File: src/rtl/debit_pkg.sv
// Debit table shared definitions
`default_nettype none

package debit_pkg;

    localparam int DATA_WIDTH = 8;                     // Width of one stored amount
    localparam int ADDR_WIDTH = 8;                     // Full table address
    localparam int BANK_BITS  = 2;                     // Low address bits that pick the bank
    localparam int NUM_BANKS  = 1 << BANK_BITS;
    localparam int ROW_BITS   = ADDR_WIDTH - BANK_BITS; // Address bits inside one bank

    // Cycles from a request on the top-level ports to its response
    // (router register, bank register, merger register)
    localparam int LATENCY = 3;

    typedef enum logic [1:0] {
        op_read  = 2'd0,                               // Return the entry without writing
        op_load  = 2'd1,                               // Store the amount as is
        op_debit = 2'd2                                // Store entry minus amount
    } debit_op_t;

    typedef struct packed {
        logic                  valid;
        debit_op_t             op;
        logic [ADDR_WIDTH-1:0] addr;
        logic [DATA_WIDTH-1:0] amount;
    } debit_req_t;

    typedef struct packed {
        logic                  valid;
        debit_op_t             op;
        logic [ROW_BITS-1:0]   row;
        logic [DATA_WIDTH-1:0] amount;
        logic                  blocked;                // Write dropped after losing a collision
    } bank_req_t;

    typedef struct packed {
        logic                  valid;
        logic [DATA_WIDTH-1:0] data;                   // Entry value after the operation
        logic                  underflow;              // Debit borrowed out of the top bit
        logic                  collided;               // Write was dropped
    } debit_rsp_t;

endpackage

`default_nettype wire

File: src/rtl/bank_router.sv
// Request router for the bank array
`timescale 1ns/1ns
`default_nettype none

module bank_router (
    input  logic                                             clk,
    input  logic                                             rst,
    input  debit_pkg::debit_req_t                            req_a,
    input  debit_pkg::debit_req_t                            req_b,
    output debit_pkg::bank_req_t [debit_pkg::NUM_BANKS-1:0]  bank_req_a,
    output debit_pkg::bank_req_t [debit_pkg::NUM_BANKS-1:0]  bank_req_b,
    output logic [debit_pkg::BANK_BITS-1:0]                  sel_a,
    output logic [debit_pkg::BANK_BITS-1:0]                  sel_b
);

    import debit_pkg::*;

    debit_req_t           req_a_q, req_b_q;
    logic [BANK_BITS-1:0] bank_a, bank_b;
    logic [ROW_BITS-1:0]  row_a, row_b;
    logic                 wr_a, wr_b;
    logic                 clash;

    always_ff @(posedge clk) begin
        req_a_q <= req_a;
        req_b_q <= req_b;
        if (rst) begin
            req_a_q.valid <= 1'b0;
            req_b_q.valid <= 1'b0;
        end
    end

    assign bank_a = req_a_q.addr[BANK_BITS-1:0];
    assign bank_b = req_b_q.addr[BANK_BITS-1:0];
    assign row_a  = req_a_q.addr[ADDR_WIDTH-1:BANK_BITS];
    assign row_b  = req_b_q.addr[ADDR_WIDTH-1:BANK_BITS];

    assign wr_a = req_a_q.valid && (req_a_q.op != op_read);
    assign wr_b = req_b_q.valid && (req_b_q.op != op_read);

    // Port A wins when both ports write the same entry
    assign clash = wr_a && wr_b && (req_a_q.addr == req_b_q.addr);

    always_comb begin
        for (int i = 0; i < NUM_BANKS; i++) begin
            bank_req_a[i].valid   = req_a_q.valid && (bank_a == BANK_BITS'(i));
            bank_req_a[i].op      = req_a_q.op;
            bank_req_a[i].row     = row_a;
            bank_req_a[i].amount  = req_a_q.amount;
            bank_req_a[i].blocked = 1'b0;

            bank_req_b[i].valid   = req_b_q.valid && (bank_b == BANK_BITS'(i));
            bank_req_b[i].op      = req_b_q.op;
            bank_req_b[i].row     = row_b;
            bank_req_b[i].amount  = req_b_q.amount;
            bank_req_b[i].blocked = clash;
        end
    end

    // Second stage of the bank index that lines up with the bank response register
    always_ff @(posedge clk) begin
        sel_a <= bank_a;
        sel_b <= bank_b;
    end

endmodule

`default_nettype wire

File: config.mk
export PLATFORM = sky130hd
export DESIGN_NAME = bank_router
export DESIGN_NICKNAME = d
export VERILOG_FILES = /design/src/rtl/debit_pkg.sv /design/src/rtl/bank_router.sv
export SDC_FILE = /design/constraint.sdc
export NUM_CORES = 1
export LEC_CHECK = 0
export BUFFER_PORTS_ARGS = -buffer_cell sky130_fd_sc_hd__buf_2
export CORE_MARGIN = 4
export CORE_UTILIZATION = 30
export CTS_CLUSTER_SIZE = 30
export DETAILED_ROUTE_END_ITERATION = 16
export PLACE_DENSITY_LB_ADDON = 0.08
export SETUP_SLACK_MARGIN = 0.15
export SYNTH_ARGS = -nofsm -noshare
export SYNTH_HDL_FRONTEND = slang
export SYNTH_SLANG_ARGS = --single-unit
File: constraint.sdc
create_clock -name clk -period 1.6 [get_ports clk]
set_input_delay 0.08 -clock clk [delete_from_list [all_inputs] [get_ports clk]]
set_output_delay 0.08 -clock clk [all_outputs]
set_load 0.01 [all_outputs]
==> run metrics, run 1 <==
CTS clock-pin slew for the worst setup and hold paths 0.08 ns; area share of the leading cell type in the synthesized netlist about half; final wirelength 4.35 mm; RSZ-0062 raised after global routing yes; clk sinks between 40 and 50; antenna violations before repair 0; CP endpoint kind primary output; crit path launch type flop; hpwl dp between 3 and 4 mm; average size of a mapped cell about 10 µm²; Crit path arrival time 1.45 ns; Final Hold Violating Endpoints 0; Vias/cell 3.59; sequential fraction of the synthesis area roughly 41%; number of global-route vias before repair approximately 1400; Via Count 1362; most common flop cell mapped by yosys dfxtp_1; register bit total from synthesis 42; I/O pin count 188; GRT Total Usage 10.6%; hold wc startpoint bank_b[1]$_DFF_P_; grt total ovfl 0; number of filler cells placed in the layout approximately 650; hold path depth 0; Crit Path Max Fanout 4; area of placed instances slightly above 2000 µm²; Post-Syn Instances a little over 200; Crit path required time 1.52 ns; Final Hold Slack 0.403 ns; first-pass GRT wire length 7.05 mm; Mapped Area between 2000 and 2500 µm²; async set-reset flop share out of synthesis 0%; layout cells sized above 1 69.9%; pwr dens approximately 880 nW/µm²; IO Port Bufs about 180; GRT met2 Usage 19.5%; DR pass1 iterations 4; total CTS buffers 5; GPL Wtd Cong between 0.6 and 0.7; total power approximately 0.0023 W; Yosys warning count 0; FP Rows 29; drt drc 0; Final Util between 40% and 50%; grt met1 use 10.8%; Post-synth EDFFs 0; R2R Setup Slk around 1.1 ns; Setup-failing EPs final 0; Layout Nets between 300 and 400; clk root buf clkbuf_8; Crit Path Class flop to primary output; Leak 1.41 nW; CP max stage cell dfxtp_4; post-synth cell types 14; status complete, no violations; Area Growth Syn to Fin 26.9%; Initial DRC Count 11; Tcrit/Tclk final between 90% and 100%; routing usage on met3 4.33%; Most Used Layer, Global Route met2; post-route ant nets 0; Area contributors post-synth buf_4, dfxtp_1, xnor2_1; worst skew pair latency just under 0.3 ns; Slew Limit Fails 0; FF-to-FF Start bank_a[0]$_DFF_P_; final critical-path required period approximately 1.5 ns; Post-synth top cells buf_4, dfxtp_1, xnor2_1, nand2_1; Worst R2R Path Depth 0; cell with the most instances after synthesis buf_4; clk buf depth 2; slowest cell delay on critical path between 0.3 and 0.4 ns; Die Area slightly above 8000 µm²; dominant cell type by area after synthesis buf_4; largest net degree at the start of global routing 14; Initial Utilization 31.6%; Max Fclk approximately 660 MHz; Die Span X between 90 and 100 µm; design area 2600 µm²; clk_skew about 0.00094 ns; Hold Path End sel_b[1]$_DFF_P_; CP Cell Sequence xnor2_2, nand4_1, nor4_4, buf_2; Inserted Diodes 0; core area approximately 6500 µm²; HP Class flop to flop; CTS H-Tree Depth 2; Max Cap Viol 0; VDD IR max 486 µV; wire per inst about 11 µm; capturing point of the worst reg2reg path sel_a[0]$_DFF_P_; CTS tree yes; die height roughly 91 µm
==> metrics by stage <==
stage          std cells  setup slack, ns  setup TNS [ns]
2_1_floorplan        207            0.398               0
3_3_place_gp         331            0.278               0
3_5_place_dp         331            0.239               0
4_1_cts              379          0.00565               0
5_1_grt              379          -0.0681          -0.255
6_report             379           0.0747               0
==> cell families after synthesis <==
kind of cell,share of synthesized area (%)
buffers and inverters,49.8
flip-flops,41.0
XOR/XNOR,3.78
AND/OR/NAND/NOR,4.94
other,0.183
AO/OA/AOI/OAI,0.305
==> layout by cell type (no fill, tap or decap), drive strengths merged <==
cell type,n
xnor2,8
nor2b,2
clkinvlp,1
dfxtp,42
o22ai,1
nand4,2
and3b,2
and3,2
clkbuf,6
nor3b,2
buf,184
clkinv,1
nand2,3
dlygate4sd3,39
nor4,1
conb,4
nor2,2
==> report_power, final <==
part	internal (W)	total [W]	switching, W
Combinational	0.000238	0.000437	0.000199
Sequential	0.00110	0.00116	0.0000545
Clock	0.000347	0.000707	0.000360
Total	0.00169	0.00230	0.000614
==> critical path, delay by kind of cell (launching register included) <==
family	cells	cell delay, ns
simple gates	2	0.46
flops	1	0.36
buf+inv	1	0.19
xor+xnor	1	0.16
==> cell type report <==
class | instances | area, µm² | area share, %
clock inverter | 2 | 12.5 | 0.481
tap | 77 | 96.3 | 3.70
timing repair buffer | 223 | 1310 | 50.5
sequential | 42 | 866 | 33.3
clock buffer | 6 | 82.6 | 3.17
multi-input combinational | 29 | 231 | 8.89
==> routing by layer <==
| layer | routed length (µm) | vias to the layer above | share of wire [%] |
|---|---|---|---|
| li1 | - | 680 | - |
| met1 | 1530 | 571 | 35 |
| met2 | 2240 | 107 | 52 |
| met3 | 555 | 4 | 13 |
| met4 | 28 | 0 | 0.64 |
| met5 | 0 | - | 0 |
==> what timing repair did <==
| action | in CTS | in global routing |
|---|---|---|
| pin swaps | 3 | 1 |
| cloned | 0 | 0 |
| buffers inserted | 1 | 0 |
| setup endpoints to repair | 4 | 4 |
| endpoints found under the hold margin | 38 | 0 |
| hold buffers | 39 | 0 |
| gates resized for setup | 12 | 9 |
==> registers in the layout (all words and copies together), names as in the netlist <==
register	flops
bank_a	2
bank_req_a	16
sel_a	2
sel_b	2
bank_b	2
req_a_q	1
bank_req_b	16
req_b_q	1
==> worst max-delay path by stage <==
stage                                 to  slack [ns]                    from
after floorplan            bank_req_b[0]        0.40  bank_req_b[11]$_DFF_P_
after global placement    bank_req_b[54]        0.28  bank_req_b[10]$_DFF_P_
after detailed placement   bank_req_b[0]        0.24  bank_req_b[10]$_DFF_P_
after CTS                  bank_req_b[0]       0.006  bank_req_a[13]$_DFF_P_
after global routing       bank_req_b[0]       -0.07  bank_req_a[11]$_DFF_P_
final                      bank_req_b[0]        0.07  bank_req_a[13]$_DFF_P_
No activity file was read; power rests on OpenSTA's default activity.
==> run 2, diff against run 1 <==
CORE_MARGIN = 2   (was 4)
==> run metrics, run 2 (synthesis gave the netlist of run 1 again) <==
GRT Total Usage under 10%; Final Hold Slack between 0.4 and 0.5 ns; CP Cell Sequence xnor2_2, nand4_1, nor4_4, buf_2; pwr dens ~850 nW/µm²; RSZ-0062 raised after global routing yes; most frequent cells in the layout buf_2, dlygate4sd3_1, dfxtp_1, dfxtp_2, xnor2_2; Crit Path Max Fanout 4; Setup-failing EPs final 0; dpl ws around 0.20 ns; CP endpoint kind primary output; status complete, no violations; die height 86.7 µm; worst skew pair latency between 0.2 and 0.3 ns; CTS tree yes; CP max stage cell dfxtp_4; total CTS buffers 5; grt total ovfl 0; slowest cell delay on critical path around 0.35 ns; final critical-path required period between 1.5 and 2 ns; FP Rows 30; post-route ant nets 0; Max Cap Viol 0; total power ~0.0022 W; Slew Limit Fails 0; HP Class flop to flop; Die Area around 7500 µm²; I/O pin count around 190; Die Span X between 80 and 90 µm; Crit path arrival time 1.43 ns; CTS H-Tree Depth 2; R2R Setup Slk between 1 and 1.5 ns; IO Port Bufs 183; Final Hold Violating Endpoints 0; Crit path required time approximately 1.5 ns; largest net degree at the start of global routing 12; Area Growth Syn to Fin 27.6%; capturing point of the worst reg2reg path sel_a[1]$_DFF_P_; Setup crit start bank_req_a[13]$_DFF_P_; layout cells sized above 1 a little over two thirds; number of global-route vias before repair around 1200; final wirelength ~3.7 mm; core area between 6000 and 7000 µm²; drt drc 0; Inserted Diodes 0; clk_skew between 0.0009 and 0.001 ns; GPL Wtd Cong just over 0.6; Tcrit/Tclk final ~94%; clk sinks between 40 and 50; Worst Slack Setup Final 0.0916 ns; VDD IR max about 330 µV; Initial Utilization 30.5%; clk buf depth 2; CTS clock-pin slew for the worst setup and hold paths ~0.070 ns; wire per inst roughly 10 µm; crit path launch type flop; DR pass1 iterations 2; Worst R2R Path Depth 0; Max Fclk between 600 and 700 MHz; Setup crit end bank_req_b[54]; FF-to-FF Start bank_a[1]$_DFF_P_; Finished Layout Cells between 300 and 400; Crit Path Class flop to primary output; setup TNS 0 ns; antenna violations before repair 0; clk root buf clkbuf_8; first-pass GRT wire length 5.04 mm; Post-Place Cells roughly 330; Layout Nets about 340; number of filler cells placed in the layout just under 700; Leak between 1 and 1.5 nW; Via Count about 1400; commonest non-fill, non-tap cell in the layout buf_2; Initial DRC Count 15; Vias/cell 3.66
==> run 2: changes by cell type in the layout (fill, tap and decap cells not counted), sizes merged <==
cell and change:
clkbuf +1, clkinv -1, clkinvlp -1
==> run 2: stage by stage <==
stage                     utilization [%]  area [µm²]
final                                39.0        2620
after floorplan                         -        2060
after CTS                            38.5        2590
after global placement               30.6        2060
after global routing                 39.0        2620
after detailed placement             30.6        2060
==> run 2: worst min-delay path by stage <==
stage,startpoint,end,slack [ns],cells past startpoint
detailed placement,req_b[8],bank_b[0]$_DFF_P_,0.18,1
global route,req_b[8],bank_b[0]$_DFF_P_,0.42,2
floorplan,req_a[8],bank_a[0]$_DFF_P_,0.11,0
global placement,req_b[0],bank_req_b[1]$_DFF_P_,0.18,1
finish,bank_b[0]$_DFF_P_,sel_b[0]$_DFF_P_,0.41,0
CTS,req_a[9],bank_a[1]$_DFF_P_,0.40,2
==> run 2: layout make-up <==
cell class	count	area [µm²]	area share [%]
well taps	80	100	3.82
clock buffers	7	76.3	2.92
flip-flops and latches	42	873	33.4
multi-input cells	29	254	9.70
repair buffers	223	1310	50.2
==> run 2: where the power goes <==
group	internal, W	switching (W)
Sequential	0.00110	0.0000565
Combinational	0.000242	0.000193
Clock	0.000301	0.000334
==> run 2: worst max-delay path: cells and delay by family, from the launching register on <==
family / cells / cell delay (ns)
xor gates and xnor gates: 1 / 0.15
buffers and inverters: 1 / 0.19
DFF: 1 / 0.35
and+or+nand+nor: 2 / 0.45
==> run 2: per-layer routing <==
layer	wire length [µm]	global-route usage, %
met4	40	3.41
met2	1980	17.0
met5	0	0
met3	402	3.62
met1	1310	8.12
==> run 2: repair_timing <==
| item | in CTS | in global routing |
|---|---|---|
| setup endpoints to repair | 4 | 4 |
| hold buffers | 39 | 0 |
| buffers inserted | 1 | 0 |
| hold endpoints to repair | 38 | 0 |
| pin swaps | 6 | 1 |
| resized for setup | 21 | 7 |
