File: src/rtl/debit_pkg.sv
// Debit table shared definitions
`default_nettype none

package debit_pkg;

    localparam int DATA_WIDTH = 8;                     // Width of one stored amount
    localparam int ADDR_WIDTH = 8;                     // Full table address
    localparam int BANK_BITS  = 2;                     // Low address bits that pick the bank
    localparam int NUM_BANKS  = 1 << BANK_BITS;
    localparam int ROW_BITS   = ADDR_WIDTH - BANK_BITS; // Address bits inside one bank

    // Cycles from a request on the top-level ports to its response
    // (router register, bank register, merger register)
    localparam int LATENCY = 3;

    typedef enum logic [1:0] {
        op_read  = 2'd0,                               // Return the entry without writing
        op_load  = 2'd1,                               // Store the amount as is
        op_debit = 2'd2                                // Store entry minus amount
    } debit_op_t;

    typedef struct packed {
        logic                  valid;
        debit_op_t             op;
        logic [ADDR_WIDTH-1:0] addr;
        logic [DATA_WIDTH-1:0] amount;
    } debit_req_t;

    typedef struct packed {
        logic                  valid;
        debit_op_t             op;
        logic [ROW_BITS-1:0]   row;
        logic [DATA_WIDTH-1:0] amount;
        logic                  blocked;                // Write dropped after losing a collision
    } bank_req_t;

    typedef struct packed {
        logic                  valid;
        logic [DATA_WIDTH-1:0] data;                   // Entry value after the operation
        logic                  underflow;              // Debit borrowed out of the top bit
        logic                  collided;               // Write was dropped
    } debit_rsp_t;

endpackage

`default_nettype wire

File: src/rtl/response_merger.sv
// Bank response merger
`timescale 1ns/1ns
`default_nettype none

module response_merger (
    input  logic                                              clk,
    input  logic                                              rst,
    input  debit_pkg::debit_rsp_t [debit_pkg::NUM_BANKS-1:0]  bank_rsp_a,
    input  debit_pkg::debit_rsp_t [debit_pkg::NUM_BANKS-1:0]  bank_rsp_b,
    input  logic [debit_pkg::BANK_BITS-1:0]                   sel_a,
    input  logic [debit_pkg::BANK_BITS-1:0]                   sel_b,
    output debit_pkg::debit_rsp_t                             rsp_a,
    output debit_pkg::debit_rsp_t                             rsp_b
);

    import debit_pkg::*;

    debit_rsp_t pick_a, pick_b;

    // Only the bank named by the index can hold a valid response for that port
    assign pick_a = bank_rsp_a[sel_a];
    assign pick_b = bank_rsp_b[sel_b];

    always_ff @(posedge clk) begin
        rsp_a <= pick_a;
        rsp_b <= pick_b;
        if (rst) begin
            rsp_a.valid <= 1'b0;
            rsp_b.valid <= 1'b0;
        end
    end

endmodule

`default_nettype wire

File: config.mk
export PLATFORM = sky130hd
export DESIGN_NAME = response_merger
export DESIGN_NICKNAME = d
export VERILOG_FILES = /design/src/rtl/debit_pkg.sv /design/src/rtl/response_merger.sv
export SDC_FILE = /design/constraint.sdc
export NUM_CORES = 1
export LEC_CHECK = 0
export BUFFER_PORTS_ARGS = -buffer_cell sky130_fd_sc_hd__buf_2
export CORE_MARGIN = 4
export CORE_UTILIZATION = 30
export CTS_CLUSTER_DIAMETER = 150
export DETAILED_ROUTE_END_ITERATION = 10
export PLACE_DENSITY = 0.8
export SYNTH_ARGS = -nofsm -noshare
export SYNTH_HDL_FRONTEND = slang
export SYNTH_SLANG_ARGS = --single-unit
File: constraint.sdc
create_clock -name clk -period 1.6 [get_ports clk]
set_input_delay 0.32 -clock clk [delete_from_list [all_inputs] [get_ports clk]]
set_output_delay 0.32 -clock clk [all_outputs]
set_load 0.01 [all_outputs]
==> results of run 1 <==
## routing by layer
metal  part of all wire (%)  vias up  global-route usage, %
li1                       -      445                      -
met1                     31      464                   15.4
met5                      0        -                      0
met4                   0.74        0                   3.89
met2                     65       29                   33.9
met3                    3.7        2                   1.71
## layout by cell type (no fill, tap or decap)
cell type	Yosys	final
buf_2	2	115
buf_4	0	2
clkbuf_4	0	3
dfxtp_1	22	22
mux4_2	22	22
nor2b_1	2	2
## final cells by class
class | instances | area, µm² | area share, %
multi-input combinational | 24 | 508 | 31.4
timing repair buffer | 117 | 591 | 36.5
tap | 44 | 55.1 | 3.41
clock buffer | 3 | 22.5 | 1.39
sequential | 22 | 440 | 27.2
## power by group
group	internal, mW	switching [mW]
Combinational	0.207	0.124
Sequential	0.605	0.0134
Clock	0.0874	0.145
Total	0.899	0.282
## worst min path at each step
| stage | from | end | cells after the start |
|---|---|---|---|
| after floorplan | rst | rsp_a[10] | 1 |
| after global placement | rst | rsp_b[10] | 2 |
| after detailed placement | rst | rsp_b[10] | 2 |
| after CTS | rst | rsp_b[10] | 2 |
| after global routing | rst | rsp_b[10] | 2 |
| final | rst | rsp_b[10] | 2 |
## cell families after synthesis
group / count (synthesis) / share of synthesized area, %
buffers and inverters: 4 / 3.32
multiplexers: 22 / 50.5
AND/OR/NAND/NOR: 2 / 1.28
flip-flops: 22 / 44.9
## registers in the layout, summed over array words and instances, names as in the netlist
| signal | flops |
|---|---|
| rsp_a | 11 |
| rsp_b | 11 |
## per-stage QoR
step                      setup WS (ns)  cell area [µm²]  utilization [%]  hold slack, ns  power (mW)
after floorplan                   0.512              981                -           0.392       0.785
after global placement            0.306             1590             51.4           0.504       0.952
after detailed placement          0.275             1590             51.4           0.503       0.967
after CTS                         0.493             1620             52.1           0.181        1.20
after global routing              0.453             1620             52.1           0.174        1.25
final                             0.511             1620             52.1           0.188        1.18
==> results.yml, run 1 <==
cells_and_area:
  area_delta_synth_final_pct: 64.8
  fill_cells: 325
  n_antenna_cell: 0
  drive_above_1_share_pct: 85.5
  final_cells: 210
  fin_nets: 262
floorplanning:
  pin_count: 116
  dieWidth_um: 65.2
  dieArea_mm2: 0.00425
  die_h_um: 65.2
  initial_core_util_pct: 31.6
  coreArea_mm2: 0.00310
  placementRows: 20
detailed_routing:
  viasPerCell: 4.48
  dr.pass1.iters: 6
  drt-total-wl_um: 3390
  postRouteAntennaNets: 0
  wl_per_cell_um: 16.1
  first_iter_violations: 15
  vias: 940
  drc: 0
pwr:
  power_density_mw_per_mm2: 731
  p_leak_nw: 0.807
  vdd_drop_max_uv: 221
place:
  dp_cells: 207
  place_hpwl_um: 3120
  gp_congestion: 0.781
  portBuffers: 115
synthesis:
  synth_ff_type: "dfxtp_1"
  synthArstFlopShare_pct: 0
  synth_area_leaders: "mux4_2, dfxtp_1, buf_6"
  synth_top_area_cell: "mux4_2"
  synth-seq-cells: 22
  yosys_warnings: 0
  synth_commonest_cells: "dfxtp_1, mux4_2, buf_2, buf_6, nor2b_1"
  syn_area_per_cell_um2: 19.6
  yosysUniqueCellTypes: 5
  netlist.area_leader.share_pct: 50.5
  synthesis.nets: 144
  yosysSeqAreaShare_pct: 44.9
  synthCells: 50
  synth_edf_count: 0
  syn-cell-area_um2: 981
worst_setup_path:
  crit_end: "rsp_b[10]"
  setup.worst_path.class: "reg2out"
  crit_buf_inv: 1
  crit_path_max_incr_delay_ns: 0.34
  cp_data_arrival_time_ns: 0.77
  path_cells: "buf_2"
  crit_family: "flip-flops"
  critical_path.startpoint: "rsp_b[10]"
  worst-path-stages: 1
  crit_fanout: 1
  endpoint_kind: "primary output"
  start_kind: "flip-flop"
  required_ns: 1.28
  crit_slowest_cell: "dfxtp_1"
run:
  cap_violations: 0
global_route:
  grt_pass1_wl_um: 5030
  grt_pass1_vias: 1055
  antenna_found_initial: 0
  grt_max_degree: 12
  grt_usage_pct: 15.8
  grt_overflow: 0
clock_network:
  cts-root-buf: "clkbuf_4"
  cts_resized: 0
  cts_hold_buf: 0
  clock-sinks: 22
  cts_setup_buffers: 0
  clkTransAtPathRegs_ns: 0.11
  htree_levels: 1
  cts-buffers-inserted: 3
  cts_tree: "yes"
  clockBufferDepth: 2
timing:
  clock.fmax_mhz: 918
  timing.slew.headroom_pct: 82.3
  setup_tns_ns: 0
  min_period_over_period_pct: 68.1
  hold_viol: 0
  finalSetupViolCount: 0
  tightest_slew_ns: 0.266
  fin_crit_ns: 1.09
  drv_slew: 0
  rsz0062_at_grt: "false"
outcome:
  status: "finished clean"
worst_hold_path:
  min_path_type: "in2reg"
Power figures use the tool's default switching activity.
==> run 2: changes to the inputs <==
--- a/config.mk
+++ b/config.mk
@@ -5,12 +5,13 @@
 export SDC_FILE = /design/constraint.sdc
 export NUM_CORES = 1
 export LEC_CHECK = 0
+export ABC_AREA = 1
 export BUFFER_PORTS_ARGS = -buffer_cell sky130_fd_sc_hd__buf_2
 export CORE_MARGIN = 4
 export CORE_UTILIZATION = 30
 export CTS_CLUSTER_DIAMETER = 150
 export DETAILED_ROUTE_END_ITERATION = 10
-export PLACE_DENSITY = 0.8
+export PLACE_DENSITY = 0.79
 export SYNTH_ARGS = -nofsm -noshare
 export SYNTH_HDL_FRONTEND = slang
 export SYNTH_SLANG_ARGS = --single-unit
==> constraint.sdc (replaced) <==
create_clock -name clk -period 1 [get_ports clk]
set_input_delay 0.2 -clock clk [delete_from_list [all_inputs] [get_ports clk]]
set_output_delay 0.2 -clock clk [all_outputs]
set_load 0.01 [all_outputs]
==> run 2 against run 1 <==
  * Die area is 14% higher
  * Global-route usage is 1.0 points lower
  * Clock power grew to 3.6 times the previous value
  * Via count is 63% higher
  * Sequential share of layout area is 3.6 points lower
==> results.yml, run 2 <==
floorplanning:
  pin_count: 116
  initial_core_util_pct: 31.0
  die_h_um: 69.5
  placementRows: 22
  dieWidth_um: 69.5
  coreArea_mm2: 0.00366
  dieArea_mm2: 0.00484
outcome:
  status: "finished clean"
detailed_routing:
  postRouteAntennaNets: 0
  first_iter_violations: 53
  wl_per_cell_um: 10.9
  drc: 0
  vias: 1533
  drt-total-wl_um: 3720
  viasPerCell: 4.50
  dr.pass1.iters: 4
clock_network:
  clkTransAtPathRegs_ns: 0.09
  htree_levels: 1
  cts-root-buf: "clkbuf_8"
  clock-sinks: 22
  cts_setup_buffers: 0
  cts-buffers-inserted: 3
  cts_hold_buf: 0
  cts_tree: "yes"
  cts_resized: 0
  clockBufferDepth: 2
synthesis:
  netlist.area_leader.share_pct: 38.8
  yosysMostFrequentCell: "nor2_1"
  synth_edf_count: 0
  yosysUniqueCellTypes: 11
  synthesis.nets: 274
  synthCells: 180
  synthArstFlopShare_pct: 0
  syn-cell-area_mm2: 0.00114
  synth_commonest_cells: "nor2_1, o21ai_0, dfxtp_1"
  yosys_warnings: 0
  synth-seq-cells: 22
  synth_top_area_cell: "dfxtp_1"
  synth_area_leaders: "dfxtp_1, nor2_1, o21ai_0"
  syn_area_per_cell_um2: 6.31
  yosysSeqAreaShare_pct: 38.8
  synth_ff_type: "dfxtp_1"
pwr:
  power_density_mw_per_mm2: 1280
  p_leak_nw: 0.991
  vdd_drop_max_uv: 853
  finalPower_mw: 2.39
cells_and_area:
  final_area_mm2: 0.00186
  n_antenna_cell: 0
  drive_above_1_share_pct: 43.3
  layout_common_cells: "buf_2, nor2_1, o21ai_0"
  layout_commonest_cell: "buf_2"
  final_core_util_pct: 50.8
  fill_cells: 395
  area_delta_synth_final_pct: 63.8
  fin_nets: 388
  top_regs: "rsp_a: 11 flops, rsp_b: 11 flops"
place:
  place_hpwl_um: 3090
  placed_area_mm2: 0.00179
  portBuffers: 115
  gp_congestion: 0.822
worst_setup_path:
  start_kind: "flip-flop"
  required_ns: 0.80
  crit_fanout: 1
  setup.worst_path.class: "reg2out"
  crit_buf_inv: 1
  crit_slowest_cell: "dfxtp_1"
  crit_path_max_incr_delay_ns: 0.33
  endpoint_kind: "primary output"
  cp_data_arrival_time_ns: 0.71
  path_cells: "buf_2"
  crit_family: "flip-flops"
timing:
  clock.fmax_mhz: 1090
  fin_crit_ns: 0.915
  tightest_slew_ns: 0.316
  drv_slew: 0
  rsz0062_at_grt: "false"
  min_period_over_period_pct: 91.5
  timing.slew.headroom_pct: 78.9
  hold_viol: 0
  holdWs_ns: 0.108
  finalSetupViolCount: 0
  setup_tns_ns: 0
global_route:
  grt_usage_pct: 14.7
  grt_pass1_vias: 1436
  grt_pass1_wl_um: 5960
  antenna_found_initial: 0
  grt_overflow: 0
  grt_max_degree: 23
worst_hold_path:
  min_path_type: "in2reg"
run:
  cap_violations: 0
run 2: power breakdown:
part,internal [mW],total [mW],switching (mW)
logic,0.297,0.577,0.280
registers,0.962,0.980,0.0183
clock network,0.534,0.831,0.297
total,1.79,2.39,0.595
run 2: layout make-up:
type / count / area, µm² / area share [%]
timing repair buffer: 121 / 658 / 35.4
clock inverter: 1 / 30.0 / 1.61
multi-input combinational: 134 / 586 / 31.5
tap: 48 / 60.1 / 3.23
sequential: 22 / 440 / 23.7
clock buffer: 3 / 41.3 / 2.22
inverter: 12 / 45.0 / 2.42
run 2: logic make-up (layout without fill, tap and decap cells):
| group | after synthesis | after routing | synth area share (%) |
|---|---|---|---|
| buf+inv | 24 | 137 | 9.69 |
| simple gates | 72 | 72 | 24.2 |
| flops | 22 | 22 | 38.8 |
| compound gates | 62 | 62 | 27.3 |
run 2: final timing paths:
path	start	end	depth (start not counted)
max	rsp_a[8]	rsp_a[8]	1
min	rst	rsp_b[10]	2
run 2: stage by stage:
stage	instances	setup WS, ns
5_1_grt	341	0.0482
3_5_place_dp	337	0.0307
6_report	341	0.0853
4_1_cts	341	0.0736
3_3_place_gp	337	0.0757
2_1_floorplan	180	0.274
run 2: metal layers:
layer,GRT usage [%],vias to the layer above,wire length (µm)
met1,16.2,681,1410
met5,0,-,0
met4,3.25,0,49
li1,-,812,-
met3,2.46,4,143
met2,29.0,36,2120
==> run 3: changes to the inputs <==
==> constraint.sdc (replaced) <==
create_clock -name clk -period 1 [get_ports clk]
set_input_delay 0 -clock clk [delete_from_list [all_inputs] [get_ports clk]]
set_output_delay 0 -clock clk [all_outputs]
set_load 0.01 [all_outputs]
==> run 3 against run 2 <==
  * Combinational power increased by 15%
  * Worst setup slack gained 0.17 ns
  * Die area is the same
  * Worst hold slack worse by 0.090 ns
  * Sequential cell count did not move
  * Largest cell class unchanged
  * Routed wire length up 18%
  * Critical path depth grew 3
  * Critical path type is now in2reg
  * Via count rose by 9.8%
  * Power shrank 4.3%
  * Maximum frequency is 23% higher
  * First-iteration DRC count up 34%
==> results.yml, run 3 (same netlist as run 2, synthesis figures left out) <==
pwr:
  p_seq_share_pct: 43.0
  switching_share_pct: 26.6
  p_leak_nw: 1.11
  cell_internal_pwr_mw: 1.68
  vdd_drop_max_uv: 785
  combPwrFrac_pct: 29.1
  finalPower_mw: 2.28
  clkPwrFrac_pct: 27.9
  switchingPower_mw: 0.607
  power_density_mw_per_mm2: 1070
place:
  placed_area_mm2: 0.00173
  place_hpwl_um: 2970
  gp_congestion: 0.834
  portBuffers: 115
timing:
  timing.slew.headroom_pct: 73.6
  holdWs_ns: 0.0180
  setup_tns_ns: 0
  min_period_over_period_pct: 74.5
  finalSetupViolCount: 0
  drv_slew: 0
  hold_viol: 0
  fin_crit_ns: 0.745
  clock.fmax_mhz: 1340
  rsz0062_at_grt: "false"
  tightest_slew_ns: 0.396
worst_setup_path:
  cp_data_arrival_time_ns: 0.89
  crit_fanout: 1
  required_ns: 1.15
  start_kind: "primary input"
  endpoint_kind: "flip-flop"
  setup.worst_path.class: "in2reg"
clock_network:
  clock-sinks: 22
  cts_tree: "yes"
  clockBufferDepth: 2
  htree_levels: 1
  cts_setup_buffers: 0
  clkTransAtPathRegs_ns: 0.08
  cts-buffers-inserted: 3
  cts-root-buf: "clkbuf_8"
floorplanning:
  die_h_um: 69.5
  dieArea_mm2: 0.00484
  placementRows: 22
  dieWidth_um: 69.5
  coreArea_mm2: 0.00366
  pin_count: 116
  initial_core_util_pct: 31.0
detailed_routing:
  wl_met2_um: 2510
  dr.pass1.iters: 4
  viasPerCell: 4.50
  drc: 0
  met3WireLength_um: 212
  routed.top_layer: "met4"
  wl_per_cell_um: 11.8
  postRouteAntennaNets: 0
  vias: 1684
  drt-total-wl_um: 4400
  wl_met1_um: 1570
  first_iter_violations: 71
run:
  cap_violations: 0
worst_hold_path:
  min_path_type: "in2reg"
  holdPathEnd: "rsp_b[6]"
  hold_start: "bank_rsp_b[17]"
  whs_path_depth: 3
global_route:
  grt_pass1_wl_um: 6900
  grt_max_degree: 24
  grt_pass1_vias: 1580
  antenna_found_initial: 0
  grt_usage_pct: 17.4
  grt_overflow: 0
cells_and_area:
  drive_above_1_share_pct: 38.0
  fin_nets: 421
  final_core_util_pct: 58.6
  multiInputGateArea_um2: 586
  fill_cells: 356
  seq_area_um2: 440
  area_delta_synth_final_pct: 88.8
  layout_common_cells: "buf_2, nor2_1, o21ai_0"
  final_area_mm2: 0.00214
  n_antenna_cell: 0
  top_regs: "rsp_a: 11 flops, rsp_b: 11 flops"
  layout_commonest_cell: "buf_2"
outcome:
  status: "finished clean"
[run 3: metal layers]
| metal | vias up | GRT usage, % |
|---|---|---|
| met3 | 10 | 3.77 |
| li1 | 874 | - |
| met1 | 746 | 17.2 |
| met2 | 54 | 34.7 |
| met5 | - | 0 |
| met4 | 0 | 6.07 |
[run 3: worst max-delay path: stages]
cell           delay, ns
dlygate4sd3_1       0.54
buf_2               0.12
o21ai_0             0.12
o21ai_1             0.10
[run 3: final cells by class]
type	count	share of cell area, %
flip-flops and latches	22	20.5
clock buffers	4	2.57
multi-input cells	134	27.3
repair buffers	154	44.7
well taps	48	2.80
inverters	12	2.10
[run 3: worst max-delay path by stage]
| stage | start | to | slack (ns) | depth (start not counted) |
|---|---|---|---|---|
| 2_1_floorplan | sel_b[1] | rsp_b[1] | 0.47 | 5 |
| 3_3_place_gp | sel_b[0] | rsp_b[0] | 0.06 | 4 |
| 3_5_place_dp | sel_b[0] | rsp_b[4] | 0.01 | 4 |
| 4_1_cts | rsp_a[1] | rsp_a[1] | 0.27 | 1 |
| 5_1_grt | sel_b[0] | rsp_b[4] | 0.14 | 4 |
| 6_report | bank_rsp_a[38] | rsp_a[5] | 0.26 | 4 |
[run 3: power by group through the flow]
stage | sequential, mW | clock [mW] | combinational [mW]
global route | 0.993 | 0.706 | 0.737
floorplan | 1.05 | 0 | 0.211
global placement | 1.00 | 0 | 0.543
finish | 0.982 | 0.637 | 0.666
detailed placement | 1.00 | 0 | 0.550
CTS | 0.983 | 0.678 | 0.661
[run 3: what timing repair did]
| action | 4_1_cts | 5_1_grt |
|---|---|---|
| endpoints found under the setup margin | 0 | 0 |
| hold buffers | 36 | 0 |
| hold endpoints to repair | 22 | 0 |
| gates resized for setup | 0 | 0 |
[run 3: per-stage QoR]
| step | setup WS [ns] | std cells |
|---|---|---|
| after CTS | 0.266 | 374 |
| final | 0.255 | 374 |
| after floorplan | 0.474 | 180 |
| after detailed placement | 0.0129 | 334 |
| after global placement | 0.0647 | 334 |
| after global routing | 0.139 | 374 |
